--- src/gfx_pkg.sv ---
`default_nettype none

package gfx_pkg;

	localparam int insn_bits_in_lane = 2; // insn address to lane address shift.
	localparam int insns_in_lane = 1 << insn_bits_in_lane;

	typedef logic [15:0] insn_word;
	typedef logic [31:0] vram_word; // two instructions.
	typedef logic [23:0] vram_addr;
	typedef logic [24:0] vram_insn_addr;
	typedef logic [22:0] vram_lane_addr; // two words per lane.

	typedef logic [insns_in_lane * $bits(insn_word) - 1:0] lane_word; // slot 0 low.
	typedef logic [insns_in_lane - 1:0] lane_mask;

	// upper bits count full blocks, low bits are the tail.
	typedef logic [15:0] cmd_word;

	typedef struct packed {
		lane_word data;
		lane_mask mask;
	} lane_entry;

endpackage

`default_nettype wire

--- src/gfx_sp_widener.sv ---
`timescale 1ns/1ns
`default_nettype none

module gfx_sp_widener (
	input  logic                   clk,
	input  logic                   rst_n,

	input  logic                   lane_read,
	input  gfx_pkg::vram_lane_addr lane_address,
	output gfx_pkg::lane_word      lane_readdata,
	output logic                   lane_waitrequest,
	output logic                   lane_readdatavalid,

	output logic                   batch_read,
	output gfx_pkg::vram_addr      batch_address,
	input  gfx_pkg::vram_word      batch_readdata,
	input  logic                   batch_waitrequest,
	input  logic                   batch_readdatavalid
);

	logic              req_half;
	logic              ret_half;
	gfx_pkg::vram_word ret_low;

	assign batch_read = lane_read;
	assign batch_address = {lane_address, req_half}; // even word first.

	// the lane is accepted only together with its odd word.
	assign lane_waitrequest = batch_waitrequest || !req_half;

	assign lane_readdatavalid = batch_readdatavalid && ret_half;
	assign lane_readdata = {batch_readdata, ret_low};

	always_ff @(posedge clk or negedge rst_n) begin
		if (!rst_n) begin
			req_half <= 1'b0;
			ret_half <= 1'b0;
		end else begin
			if (batch_read && !batch_waitrequest)
				req_half <= !req_half;

			if (batch_readdatavalid)
				ret_half <= !ret_half; // returns keep request order.
		end
	end

	always_ff @(posedge clk) begin
		if (batch_readdatavalid && !ret_half)
			ret_low <= batch_readdata;
	end

endmodule

`default_nettype wire

--- src/gfx_fifo.sv ---
`timescale 1ns/1ns
`default_nettype none

module gfx_fifo #(
	parameter int width = $bits(gfx_pkg::lane_entry),
	parameter int depth = 8
) (
	input  logic               clk,
	input  logic               rst_n,

	input  gfx_pkg::lane_entry in,
	input  logic               in_valid,
	output logic               in_ready,

	output gfx_pkg::lane_entry out,
	output logic               out_valid,
	input  logic               out_ready
);

	localparam int ptr_bits = $clog2(depth);
	localparam int count_bits = $clog2(depth + 1);

	logic [width - 1:0]    mem [depth];
	logic [ptr_bits - 1:0] rd_ptr;
	logic [ptr_bits - 1:0] wr_ptr;
	logic [count_bits - 1:0] count;
	logic                  push;
	logic                  pop;

	assign in_ready = count != count_bits'(depth);
	assign out_valid = count != '0;
	assign out = mem[rd_ptr]; // head is visible without a read strobe.

	assign push = in_valid && in_ready;
	assign pop = out_valid && out_ready;

	always_ff @(posedge clk or negedge rst_n) begin
		if (!rst_n) begin
			rd_ptr <= '0;
			wr_ptr <= '0;
			count <= '0;
		end else begin
			if (push)
				wr_ptr <= (wr_ptr == ptr_bits'(depth - 1)) ? '0 : wr_ptr + 1'b1;

			if (pop)
				rd_ptr <= (rd_ptr == ptr_bits'(depth - 1)) ? '0 : rd_ptr + 1'b1;

			case ({push, pop})
				2'b10: count <= count + 1'b1;
				2'b01: count <= count - 1'b1;
				default: ;
			endcase
		end
	end

	always_ff @(posedge clk) begin
		if (push)
			mem[wr_ptr] <= in;
	end

endmodule

`default_nettype wire

--- src/gfx_fifo_overflow.sv ---
`timescale 1ns/1ns
`default_nettype none

module gfx_fifo_overflow #(
	parameter int depth = 8
) (
	input  logic clk,
	input  logic rst_n,

	input  logic down,
	input  logic up,
	output logic down_safe
);

	localparam int count_bits = $clog2(depth + 1);

	// lanes in flight plus lanes waiting in the fifo.
	logic [count_bits - 1:0] committed;

	// two below depth, so a read issued beside an accepted one still fits.
	assign down_safe = committed < count_bits'(depth - 1);

	always_ff @(posedge clk or negedge rst_n) begin
		if (!rst_n) begin
			committed <= '0;
		end else begin
			case ({down, up})
				2'b10: committed <= committed + 1'b1;
				2'b01: committed <= committed - 1'b1;
				default: ;
			endcase
		end
	end

endmodule

`default_nettype wire

--- src/gfx_sp_batch.sv ---
`timescale 1ns/1ns
`default_nettype none

module gfx_sp_batch #(
	parameter int fifo_depth = 8
) (
	input  logic                   clk,
	input  logic                   rst_n,

	output gfx_pkg::vram_addr      batch_address,
	output logic                   batch_read,
	input  gfx_pkg::vram_word      batch_readdata,
	input  logic                   batch_waitrequest,
	input  logic                   batch_readdatavalid,

	input  logic                   batch_start,
	input  gfx_pkg::vram_insn_addr batch_base,
	input  gfx_pkg::cmd_word       batch_length,
	output logic                   batch_busy,

	output gfx_pkg::lane_entry     lane,
	output logic                   lane_valid,
	input  logic                   lane_ready
);

	localparam int tail_bits = gfx_pkg::insn_bits_in_lane;
	localparam int block_bits = $bits(gfx_pkg::cmd_word) - tail_bits;

	typedef enum logic {
		idle,
		stream
	} state_t;

	state_t                 state;
	logic                   lane_read;
	logic                   lane_waitrequest;
	logic                   lane_readdatavalid;
	logic                   lane_accept;
	logic                   down_safe;
	gfx_pkg::lane_word      lane_readdata;
	gfx_pkg::vram_lane_addr lane_address;
	gfx_pkg::lane_entry     fifo_in;
	logic [block_bits - 1:0] fetch_block_count;
	logic [block_bits - 1:0] read_block_count;
	logic [tail_bits - 1:0] read_tail;

	// a start may arrive while the previous batch still has returns in flight.
	logic                   read_active;
	logic                   stash_valid;
	gfx_pkg::cmd_word       stash_length;
	logic                   start_accept;
	logic                   read_last;
	logic                   load_start;
	logic                   load_stash;

	gfx_sp_widener i_widener (.*);

	gfx_fifo #(
		.width($bits(gfx_pkg::lane_entry)),
		.depth(fifo_depth)
	) i_fifo (
		.clk(clk),
		.rst_n(rst_n),
		.in(fifo_in),
		.in_valid(lane_readdatavalid),
		.in_ready(),
		.out(lane),
		.out_valid(lane_valid),
		.out_ready(lane_ready)
	);

	gfx_fifo_overflow #(
		.depth(fifo_depth)
	) i_overflow (
		.clk(clk),
		.rst_n(rst_n),
		.down(lane_accept),
		.up(lane_valid && lane_ready),
		.down_safe(down_safe)
	);

	assign lane_accept = lane_read && !lane_waitrequest;
	assign batch_busy = state == stream || stash_valid;

	assign start_accept = batch_start && state == idle && !stash_valid;
	assign read_last = read_active && lane_readdatavalid && read_block_count == '0;
	assign load_start = start_accept && (!read_active || read_last);
	assign load_stash = read_last && stash_valid;

	assign fifo_in.data = lane_readdata;

	always_comb begin
		fifo_in.mask = gfx_pkg::lane_mask'((1 << read_tail) - 1); // tail lane.
		if (read_block_count != '0)
			fifo_in.mask = '1;
	end

	always_ff @(posedge clk or negedge rst_n) begin
		if (!rst_n) begin
			state <= idle;
			lane_read <= 1'b0;
			read_active <= 1'b0;
			stash_valid <= 1'b0;
		end else begin
			case (state)
				idle: begin
					if (start_accept) begin
						state <= stream;
						lane_read <= down_safe;
					end
				end
				stream: begin
					if (!lane_read || !lane_waitrequest)
						lane_read <= down_safe;

					if (lane_accept && fetch_block_count == '0) begin
						state <= idle;
						lane_read <= 1'b0;
					end
				end
				default: state <= idle;
			endcase

			if (load_start || load_stash)
				read_active <= 1'b1;
			else if (read_last)
				read_active <= 1'b0;

			if (start_accept && !load_start)
				stash_valid <= 1'b1;
			else if (load_stash)
				stash_valid <= 1'b0;
		end
	end

	always_ff @(posedge clk) begin
		if (start_accept) begin
			fetch_block_count <= batch_length[tail_bits +: block_bits];
			lane_address <= batch_base[gfx_pkg::insn_bits_in_lane +:
				$bits(gfx_pkg::vram_lane_addr)]; // rounded down to a lane.
			stash_length <= batch_length;
		end else if (lane_accept) begin
			fetch_block_count <= fetch_block_count - 1'b1;
			lane_address <= lane_address + 1'b1;
		end

		if (load_start) begin
			read_block_count <= batch_length[tail_bits +: block_bits];
			read_tail <= batch_length[tail_bits - 1:0];
		end else if (load_stash) begin
			read_block_count <= stash_length[tail_bits +: block_bits];
			read_tail <= stash_length[tail_bits - 1:0];
		end else if (lane_readdatavalid) begin
			read_block_count <= read_block_count - 1'b1;
		end
	end

endmodule

`default_nettype wire

--- src/gfx_sp_issue.sv ---
`timescale 1ns/1ns
`default_nettype none

module gfx_sp_issue (
	input  logic               clk,
	input  logic               rst_n,

	input  gfx_pkg::lane_entry lane,
	input  logic               lane_valid,
	output logic               lane_ready,

	output gfx_pkg::insn_word  insn,
	output logic               insn_valid,
	input  logic               insn_ready
);

	gfx_pkg::lane_word                        cur_data;
	gfx_pkg::lane_mask                        rem_mask;
	logic [gfx_pkg::insn_bits_in_lane - 1:0] sel;
	logic                                     fire;
	logic                                     last_slot;

	always_comb begin
		sel = '0;
		for (int i = gfx_pkg::insns_in_lane - 1; i >= 0; i--) begin
			if (rem_mask[i])
				sel = i[gfx_pkg::insn_bits_in_lane - 1:0]; // lowest set slot wins.
		end
	end

	assign insn = cur_data[sel * $bits(gfx_pkg::insn_word) +: $bits(gfx_pkg::insn_word)];
	assign insn_valid = rem_mask != '0;
	assign fire = insn_valid && insn_ready;
	assign last_slot = (rem_mask & (rem_mask - 1'b1)) == '0; // one bit left.

	// empty lanes are taken and dropped without output.
	assign lane_ready = !insn_valid || (insn_ready && last_slot);

	always_ff @(posedge clk or negedge rst_n) begin
		if (!rst_n) begin
			rem_mask <= '0;
		end else begin
			if (lane_valid && lane_ready)
				rem_mask <= lane.mask;
			else if (fire)
				rem_mask <= rem_mask & ~(gfx_pkg::lane_mask'(1) << sel);
		end
	end

	always_ff @(posedge clk) begin
		if (lane_valid && lane_ready)
			cur_data <= lane.data;
	end

endmodule

`default_nettype wire

--- src/gfx_sp_front.sv ---
`timescale 1ns/1ns
`default_nettype none

module gfx_sp_front #(
	parameter int fifo_depth = 8
) (
	input  logic                   clk,
	input  logic                   rst_n,

	output gfx_pkg::vram_addr      batch_address,
	output logic                   batch_read,
	input  logic                   batch_waitrequest,
	input  logic                   batch_readdatavalid,
	input  gfx_pkg::vram_word      batch_readdata,

	input  logic                   batch_start,
	input  gfx_pkg::vram_insn_addr batch_base,
	input  gfx_pkg::cmd_word       batch_length,
	output logic                   batch_busy,

	output gfx_pkg::insn_word      insn,
	output logic                   insn_valid,
	input  logic                   insn_ready
);

	gfx_pkg::lane_entry lane;
	logic               lane_valid;
	logic               lane_ready;

	gfx_sp_batch #(
		.fifo_depth(fifo_depth)
	) i_batch (
		.clk(clk),
		.rst_n(rst_n),
		.batch_address(batch_address),
		.batch_read(batch_read),
		.batch_readdata(batch_readdata),
		.batch_waitrequest(batch_waitrequest),
		.batch_readdatavalid(batch_readdatavalid),
		.batch_start(batch_start),
		.batch_base(batch_base),
		.batch_length(batch_length),
		.batch_busy(batch_busy),
		.lane(lane),
		.lane_valid(lane_valid),
		.lane_ready(lane_ready)
	);

	gfx_sp_issue i_issue (
		.clk(clk),
		.rst_n(rst_n),
		.lane(lane),
		.lane_valid(lane_valid),
		.lane_ready(lane_ready),
		.insn(insn),
		.insn_valid(insn_valid),
		.insn_ready(insn_ready)
	);

endmodule

`default_nettype wire

--- config.mk ---
export PLATFORM = sky130hd
export DESIGN_NAME = gfx_sp_front
export DESIGN_NICKNAME = d
export VERILOG_FILES = /design/src/gfx_pkg.sv /design/src/gfx_sp_widener.sv /design/src/gfx_fifo.sv /design/src/gfx_fifo_overflow.sv /design/src/gfx_sp_batch.sv /design/src/gfx_sp_issue.sv /design/src/gfx_sp_front.sv
export SDC_FILE = /design/constraint.sdc
export NUM_CORES = 1
export LEC_CHECK = 0
export ABC_AREA = 1
export BUFFER_PORTS_ARGS = -buffer_cell sky130_fd_sc_hd__buf_4
export CORE_MARGIN = 2
export CORE_UTILIZATION = 35
export DETAILED_ROUTE_END_ITERATION = 6
export PLACE_DENSITY_LB_ADDON = 0.05
export SYNTH_ARGS = -nofsm -noshare
export SYNTH_HDL_FRONTEND = slang
export SYNTH_SLANG_ARGS = --single-unit
--- constraint.sdc ---
create_clock -name clk -period 5.5 [get_ports clk]
set_clock_uncertainty 0.2 [all_clocks]
set_input_delay 1.1 -clock clk [delete_from_list [all_inputs] [get_ports clk]]
set_output_delay 1.1 -clock clk [all_outputs]
set_load 0.1 [all_outputs]
-- Word-level counts from Yosys, hierarchy flattened
Memories as Yosys holds them, arrays and structs flattened.
Cells that the tools add are included.
- register bits after elaboration: 189
- bits in writable memories: 544
- input port bits: 79
- output and inout bits: 43
- word-level logic and storage cells: 126
- memories: 1
- add/subtract/negate cells: 11
- magnitude comparators: 1
- equality and inequality tests: 9
- shift operators: 3
- mux-type cells: 33
- bitwise operators: 4
- reduce and logical (&&, ||, !) cells: 46
- memory list (memory ; depth ; bits a word ; read ports ; clocked after Yosys merged registers in ; wr ports ; line ; text):
    i_batch.i_fifo.mem ; 8 ; 68 ; 1 ; 0 ; 1 ; gfx_fifo.sv:23 ; logic [width - 1:0] mem [depth];
- operators by type and width (kind ; count):
    $mux 14 ; 5
    $shiftx 64x7->16 ; 1
    $mux 23 ; 2
    $logic_not 14->1 ; 2
    $sub 14x1->14 const B ; 2
    $add 23x1->23 const B ; 1
    $logic_and 1x1->1 ; 16
    $pmux 4 s2 ; 2
    $reduce_bool 14->1 ; 1
    $reduce_bool 2->1 ; 7
    $mux 2 ; 6
    $mux 4 ; 3
    $sub 4x1->4 const B ; 3
    $mux 1 ; 11
    $logic_not 1->1 ; 9
    $add 4x1->4 const B ; 2
    $and 4x4->4 ; 2
    $reduce_bool 4->1 ; 2
    $shl 1x2->4 const A ; 2
    $add 3x1->3 const B ; 2
    $eq 3x3->1 const B ; 2
    $logic_or 1x1->1 ; 6
    $mux 3 ; 2
    $eq 2x1->1 const B ; 2
    12 further kinds ; 14

-- Logic depth before layout (Yosys ltp)
Gate-level depths: netlist of run 1.
- depth after elaboration: 9
- gate-level depth with buffers: 16
- mapped depth without buffers: 15

-- Modules after synthesis
A second synthesis of run 1 with hierarchy kept.
- cells, all modules: 3349
- area, all modules: 32987.9 um^2
- modules (own cells, without submodules) (module ; instances ; cells each ; area each (um^2) ; seq. area each (um^2)):
    gfx_fifo ; 1 ; 2436 ; 23953.0 ; 16585.9
    gfx_sp_batch ; 1 ; 561 ; 4471.8 ; 2172.1
    gfx_sp_issue ; 1 ; 211 ; 2773.9 ; 2021.9
    gfx_sp_widener ; 1 ; 103 ; 1490.2 ; 1011.0
    gfx_fifo_overflow ; 1 ; 38 ; 299.0 ; 100.1

-- Worst setup path after synthesis of run 1
OpenSTA, ideal clock, no wires.
- path kind: input -> register
- from: in batch_readdatavalid
- to: mem i_batch.i_fifo.mem[0][0] in the netlist's numbering, enable pin
- setup time: 0.494 ns
- data arrival time: 4.641 ns
- required time: 4.806 ns
- setup slack: 0.164 ns
- cell stages on the path: 5
- buffers on the path: 0
- path through: nand2_1 a31oi_2 inv_1 or2_1 nor2_1
- longest elaborated chain between the ends: 4
- ends and longest elaborated chain (what ; line ; text):
    start: declaration ; gfx_sp_front.sv:13 ; input logic batch_readdatavalid,
    $logic_and 1x1->1 ; gfx_sp_widener.sv:31 ; assign lane_readdatavalid = batch_readdatavalid && ret_half;
    $logic_and 1x1->1 ; gfx_fifo.sv:34 ; assign push = in_valid && in_ready;
    $mux 1 ; gfx_fifo.sv:58 ; if (push)
    $mux 1 (implied by the code) ; gfx_fifo.sv:59 ; mem[wr_ptr] <= in;
    end: declaration ; gfx_fifo.sv:23 ;
Every way passes these cells.

-- Worst setup path in the final report of run 1
- from: reg i_issue.rem_mask[2]
- to: out insn[7]
- longest elaborated chain between the ends: 4
- ends and longest elaborated chain (what ; line ; text):
    start: declaration ; gfx_sp_issue.sv:18 ; gfx_pkg::lane_mask rem_mask;
    start signal: assignment ; gfx_sp_issue.sv:44 ; rem_mask <= lane.mask;
    start signal: assignment ; gfx_sp_issue.sv:46 ; rem_mask <= rem_mask & ~(gfx_pkg::lane_mask'(1) << sel);
    $mux 2 (3 in a row) ; gfx_sp_issue.sv:26 ; if (rem_mask[i])
    $shiftx 64x7->16 ; gfx_sp_issue.sv:31 ; assign insn = cur_data[sel * $bits(gfx_pkg::insn_word) +: $bits(gfx_pkg::insn_word)];
    end: declaration ; gfx_sp_front.sv:21 ; output gfx_pkg::insn_word insn,
Every way passes these cells.

==> results of run 1 <==
==> per-stage QoR <==
stage	worst slack, ps	hold WS [ps]	std cells
floorplan	164	261	2426
global placement	1550	301	3582
global route	627	229	3729
CTS	846	205	3729
finish	810	233	3730
detailed placement	1560	317	3582
==> power breakdown <==
group	total (uW)	internal, uW	switching [uW]
clock	5180	2990	2180
combinational	6590	1560	5040
sequential	7970	7290	682
==> kinds of logic (layout without fill, tap and decap cells) <==
family	Yosys count	in the layout	synth area share, %
adder cells (fa/ha/maj)	14	14	0.590
buffers and inverters	223	392	3.16
XOR/XNOR	31	31	0.914
AND/OR/NAND/NOR	970	970	13.2
other	0	1	0
flip-flops	733	733	73.7
AO/OA/AOI/OAI	455	455	8.45
==> cell usage in the layout, fill, tap and decap left out, types with 4 or more instances in the layout <==
cell and count:
a21oi_1 13, a31oi_1 4, buf_12 7, buf_4 140
clkbuf_1 34, clkbuf_16 85, clkbuf_8 4, clkinv_1 13
clkinv_2 4, dfrtp_1 21, edfxtp_1 709, ha_1 14
inv_1 92, inv_6 4, nand2_1 497, nand3_1 109
nand3b_1 4, nand4_1 5, nor2_1 324, nor2_2 5
nor2_4 13, o211ai_1 16, o21ai_0 285, o22ai_1 128
xnor2_1 7, xor2_1 24
==> critical path: stages (launching register included) <==
cell and delay (ps):
dfrtp_1 840, inv_1 200, nand2_1 150, nand2_1 90
nand2_1 350, buf_4 330, nand2_1 80, o211ai_1 100
nand3_1 270, buf_4 330
==> area by class of cell <==
cell class / count / share of cell area [%]
Timing Repair Buffer: 147 / 3.47
Antenna cell: 1 / 0.00728
Clock buffer: 123 / 6.72
Multi-Input combinational cell: 1470 / 20.2
Clock inverter: 24 / 0.583
Sequential cell: 733 / 63.7
Inverter: 98 / 1.14
Tap cell: 1134 / 4.13
==> state kept, by name (all words and copies together), names as in the netlist, 14 cells and up <==
register and flops:
i_batch.i_fifo.mem 544, i_issue.cur_data 64, i_batch.i_widener.ret_low 32, i_batch.lane_address 23, i_batch.stash_length 16, i_batch.fetch_block_count 14, i_batch.read_block_count 14
==> metal layers <==
layer | track usage (%) | routed length (um) | up-vias
li1 | - | - | 8843
met1 | 27.4 | 39400 | 9488
met5 | 0 | 12 | -
met3 | 3.09 | 3790 | 91
met4 | 4.58 | 1470 | 2
met2 | 29.9 | 37400 | 398
==> path summary, 6_finish.rpt <==
check	slack (ps)	end	cells past startpoint
max	810	insn[7]	9
min	230	i_issue.rem_mask[3]$_DFFE_PN0P_	1
max reg2reg	1810	i_issue.cur_data[33]$_DFFE_PN_	6
min reg2reg	320	i_batch.i_fifo.count[3]$_DFFE_PN0P_	2
max in group asynchronous	4470	i_batch.i_fifo.rd_ptr[2]$_DFFE_PN0N_	1
min in group clk	320	i_batch.i_fifo.count[3]$_DFFE_PN0P_	2
==> run_results.csv, run 1 <==
group,metric,value,unit
outcome,status,"complete, no violations",
job,maxCapViolCount,0,
worst_setup_path,critPathKind,"flip-flop to primary output",
worst_setup_path,worstPathArrival,3390,ps
min_path,hold_path.class,"input port to async pin",
yosys,synth-edff-count,709,
drt,ant_nets,0,
floorplanning,initial_utilization,35.4,%
worst_setup_path,r2r_start,"i_batch.i_fifo.rd_ptr[0]$_DFFE_PN0N_",
yosys,synth_cell_types,42,
placement,dp_hpwl,44.0,mm
floorplanning,die_w,295,um
cells_and_area,multi_input_comb_area,6950,um^2
floorplanning,die_h,295,um
timing,slew_violations,0,
yosys,synth_seq_area_share,73.7,%
floorplanning,floorplan.rows,106,
global_routing,grt_pass1_wl,123,mm
yosys,synth_top_area_share,71.7,%
placement,gp_congestion,0.766,
worst_setup_path,critPathLaunch,"i_issue.rem_mask[2]$_DFFE_PN0P_",
cts,cts_buffers,83,
cts,path_clk_slew,60,ps
drt,wl_per_cell,22.0,um
global_routing,grt.total_usage,19.0,%
global_routing,grt_antenna_before_repair,1,
power_and_ir_drop,peakVddDrop,1.28,mV
yosys,synthMostInstantiatedCell,"edfxtp_1",
cells_and_area,syn_to_final_growth,15.7,%
drt,vias,18822,
timing,setup_tns,0,ps
floorplanning,die_area,87200,um^2
floorplanning,ios,122,
worst_setup_path,cp_max_fo,20,
cts,postCtsHoldBufs,0,
cts,cts_tree,"done",
yosys,netlist_top_cells_area,"edfxtp_1 72%, nand2_1 6.3%, o21ai_0 4.8%, nor2_1 4.2%, o22ai_1 2.7%",
timing,finalWorstPathRequiredPeriod,4690,ps
placement,place_area,31800,um^2
cts,cts_resized,0,
yosys,synth-seq-cells,733,
cts,htreeDepth,3,
cts,post_cts_buffers,0,
yosys,syn-mean-instance-area,12.2,um^2
yosys,syn_inst,2426,
timing,rsz0062_at_grt,"no",
drt,viasPerCell,5.05,
cells_and_area,utilization,41.0,%
drt,drt_iter0_markers,1415,
power_and_ir_drop,p_leak,0.0120,uW
yosys,yosys.area.top_type,"edfxtp_1",
drt,routed_wl,82.0,mm
timing,max_freq,0.213,GHz
cells_and_area,seq_area,21900,um^2
drt,drcViolationCount,0,
power_and_ir_drop,pwr_density_cell,575,nW/um^2
cts,insertion_delay,630,ps
cts,cts_root_buf,"clkbuf_16",
yosys,yosysWarnings,0,
worst_setup_path,crit_path_end_kind,"primary output",
timing,tightest_slew,1080,ps
cells_and_area,nFillCells,7980,
global_routing,grt_max_degree,237,
cells_and_area,stdcell_area,34400,um^2
cells_and_area,final_layout_size_suffix_gt1_share,11.1,%
floorplanning,core_area,83800,um^2
yosys,ys.flop_type,"edfxtp_1",
timing,setup_viol,0,
yosys,synth_common_cells,"709 x edfxtp_1, 497 x nand2_1, 333 x nor2_1",
cts,cts_sinks,733,
timing,slew_headroom,27.7,%
timing,hold_violations,0,
power_and_ir_drop,total_power,19700,uW
yosys,async_reset_ff_share,3.27,%
worst_setup_path,cp-start-kind,"flip-flop",
global_routing,gr-total-overflow,0,
cells_and_area,final_nets,2626,
global_routing,grt_pass1_vias,18899,
yosys,synth_area,29700,um^2
drt,firstDrtPassIters,5,
cts,ctsLongestPathBuffers,3,
timing,finalCritPeriodShare,85.3,%
placement,port_buffers,119,
worst_setup_path,critPathRequiredTime,4200,ps
yosys,synth_nets,2519,
Power figures use the tool's default switching activity.
==> run 2, diff against run 1 <==
Settings changed: ABC_AREA 1 to unset, CAP_MARGIN set to 10.
==> run_results.csv, run 2 <==
group,metric,value,unit
power_and_ir_drop,peakVddDrop,0.690,mV
cts,path_clk_slew,60,ps
worst_setup_path,cp_max_fo,10,
global_routing,grt_pass1_vias,14799,
drt,routed_wl,67.9,mm
cells_and_area,final_layout_size_suffix_gt1_share,29.9,%
cells_and_area,final_nets,1697,
yosys,netlist_top_cells_area,"edfxtp_1 74%, mux4_2 11%, mux2_2 2.8%, dfrtp_1 2.1%, o21ai_0 1.1%",
yosys,yosys.area.top_type,"edfxtp_1",
cts,cts_root_buf,"clkbuf_16",
yosys,synth_cell_types,54,
cts,post_cts_buffers,0,
cts,cts_resized,0,
yosys,synth_common_cells,"709 x edfxtp_1, 136 x mux4_2, 85 x nand2_1",
floorplanning,die_h,290,um
placement,port_buffers,119,
yosys,syn_inst,1426,
placement,dp_cells,2580,
timing,fin_ws,1270,ps
timing,setup_tns,0,ps
yosys,synth-seq-cells,733,
cells_and_area,syn_to_final_growth,17.5,%
timing,max_freq,0.237,GHz
placement,dp_hpwl,37.7,mm
timing,slew_headroom,27.2,%
cts,ctsLongestPathBuffers,3,
drt,drcViolationCount,0,
global_routing,grt_antenna_before_repair,3,
job,maxCapViolCount,0,
cells_and_area,nFillCells,7195,
yosys,syn-mean-instance-area,20.1,um^2
cells_and_area,final_cell_mix,"709 x edfxtp_1, 148 x buf_4, 136 x mux4_2",
cells_and_area,reg_top3,"i_batch.i_fifo.mem: 544 flops, i_issue.cur_data: 64 flops, i_batch.i_widener.ret_low: 32 flops",
cells_and_area,final_cell_count_no_fill,2729,
yosys,synth_seq_area_share,76.5,%
worst_setup_path,crit_path_end_kind,"primary output",
yosys,synth_nets,1519,
timing,finalCritPeriodShare,76.9,%
timing,finalWorstPathRequiredPeriod,4230,ps
timing,tightest_slew,1090,ps
drt,viasPerCell,5.06,
floorplanning,initial_utilization,35.4,%
global_routing,grt_max_degree,87,
cts,htreeDepth,3,
power_and_ir_drop,p_leak,0.0108,uW
timing,timing.hold.ws,204,ps
floorplanning,die_area,84100,um^2
yosys,synthMostInstantiatedCell,"edfxtp_1",
worst_setup_path,critPathRequiredTime,4200,ps
cts,insertion_delay,610,ps
global_routing,grt_pass1_wl,101,mm
placement,dp_slack,1520,ps
drt,ant_nets,0,
cells_and_area,regMostFlops,"i_batch.i_fifo.mem",
min_path,hold_path.class,"input port to async pin",
floorplanning,floorplan.rows,104,
timing,setup_viol,0,
cells_and_area,diodes,0,
worst_setup_path,cp-start-kind,"flip-flop",
worst_setup_path,worstPathArrival,2930,ps
cts,postCtsHoldBufs,0,
drt,firstDrtPassIters,5,
floorplanning,die_w,290,um
yosys,synth_area,28600,um^2
drt,vias,13805,
global_routing,gr-total-overflow,0,
timing,slew_violations,0,
yosys,synth_top_area_share,74.4,%
drt,wl_per_cell,24.9,um
floorplanning,ios,122,
timing,rsz0062_at_grt,"no",
cts,cts_buffers,82,
global_routing,grt.total_usage,16.3,%
cts,cts_sinks,733,
yosys,yosysWarnings,0,
yosys,synth-edff-count,709,
power_and_ir_drop,pwr_density_cell,560,nW/um^2
cells_and_area,final_common_cell,"edfxtp_1",
yosys,ys.flop_type,"edfxtp_1",
drt,drt_iter0_markers,952,
cells_and_area,largest_register_ffs,544,
cts,cts_tree,"done",
placement,gp_congestion,0.741,
timing,hold_violations,0,
outcome,status,"complete, no violations",
floorplanning,core_area,80800,um^2
yosys,async_reset_ff_share,3.27,%
worst_setup_path,critPathKind,"flip-flop to primary output",
run 2: changes by cell type after synthesis, sizes merged, moves of 15 or more:
cell,delta
xnor2,+15
nand2,-416
nor2,-308
inv,-86
mux4,+136
buf,-15
o22ai,-128
mux2i,+24
o21ai,-213
nand3,-99
mux2,+70
a22oi,+15
o211ai,-15
clkbuf,-47
run 2: layout make-up:
class / instances / area (um^2) / area share, %
clock inverter: 43 / 312 / 0.926
tap: 1060 / 1330 / 3.94
multi-input combinational: 618 / 6510 / 19.3
inverter: 12 / 46.3 / 0.138
clock buffer: 106 / 2260 / 6.71
sequential: 733 / 21900 / 65.1
timing repair buffer: 157 / 1290 / 3.84
run 2: stage by stage:
| step | cell area [um^2] | utilization (%) | power, uW |
|---|---|---|---|
| 5_1_grt | 33600 | 41.6 | 19700 |
| 2_1_floorplan | 28600 | - | 12000 |
| 6_report | 33600 | 41.6 | 18800 |
| 3_3_place_gp | 31100 | 38.5 | 13800 |
| 4_1_cts | 33600 | 41.6 | 19200 |
| 3_5_place_dp | 31100 | 38.5 | 13900 |
run 2: report_power, final:
| group | switching (uW) | total, uW | internal, uW |
|---|---|---|---|
| registers | 684 | 7950 | 7270 |
| logic | 3550 | 5620 | 2070 |
| clock network | 2180 | 5250 | 3080 |
| total | 6410 | 18800 | 12400 |
run 2: kinds of logic after synthesis:
family / count (synthesis) / synth area share (%)
DFF: 733 / 76.5
buffers and inverters: 75 / 1.14
muxes: 230 / 14.3
and+or+nand+nor: 198 / 3.41
AOI/OAI and AO/OA: 122 / 2.44
adders and majority gates: 15 / 0.647
xor gates and xnor gates: 53 / 1.62
run 2: final timing paths:
kind / start / end / slack, ps / cells after the start
worst max-delay path: i_issue.rem_mask[2]$_DFFE_PN0P_ / insn[12] / 1270 / 7
worst min-delay path: rst_n / i_batch.i_fifo.count[0]$_DFFE_PN0P_ / 200 / 1
worst max register to register: i_issue.rem_mask[0]$_DFFE_PN0P_ / i_batch.i_overflow.committed[3]$_DFFE_PN0P_ / 2320 / 10
worst min register to register: i_batch.i_overflow.committed[3]$_DFFE_PN0P_ / i_batch.i_overflow.committed[3]$_DFFE_PN0P_ / 280 / 1
max in group asynchronous: rst_n / i_batch.i_fifo.rd_ptr[1]$_DFFE_PN0N_ / 4560 / 1
min in group clk: i_batch.i_overflow.committed[3]$_DFFE_PN0P_ / i_batch.i_overflow.committed[3]$_DFFE_PN0P_ / 280 / 1
run 2: per-layer routing:
layer,routed length (um),track usage (%),up-vias
li1,-,-,6149
met1,31000,22.3,7300
met2,32800,26.6,261
met3,2880,3.12,91
met4,1310,4.57,4
met5,22,0,-
run 2: critical path, cell delays in order, from the launching register on:
cell	delay [ps]
dfrtp_1	460
inv_1	130
a21oi_1	80
nor2_2	270
buf_4	360
mux2i_1	140
o21ai_0	470
buf_4	400
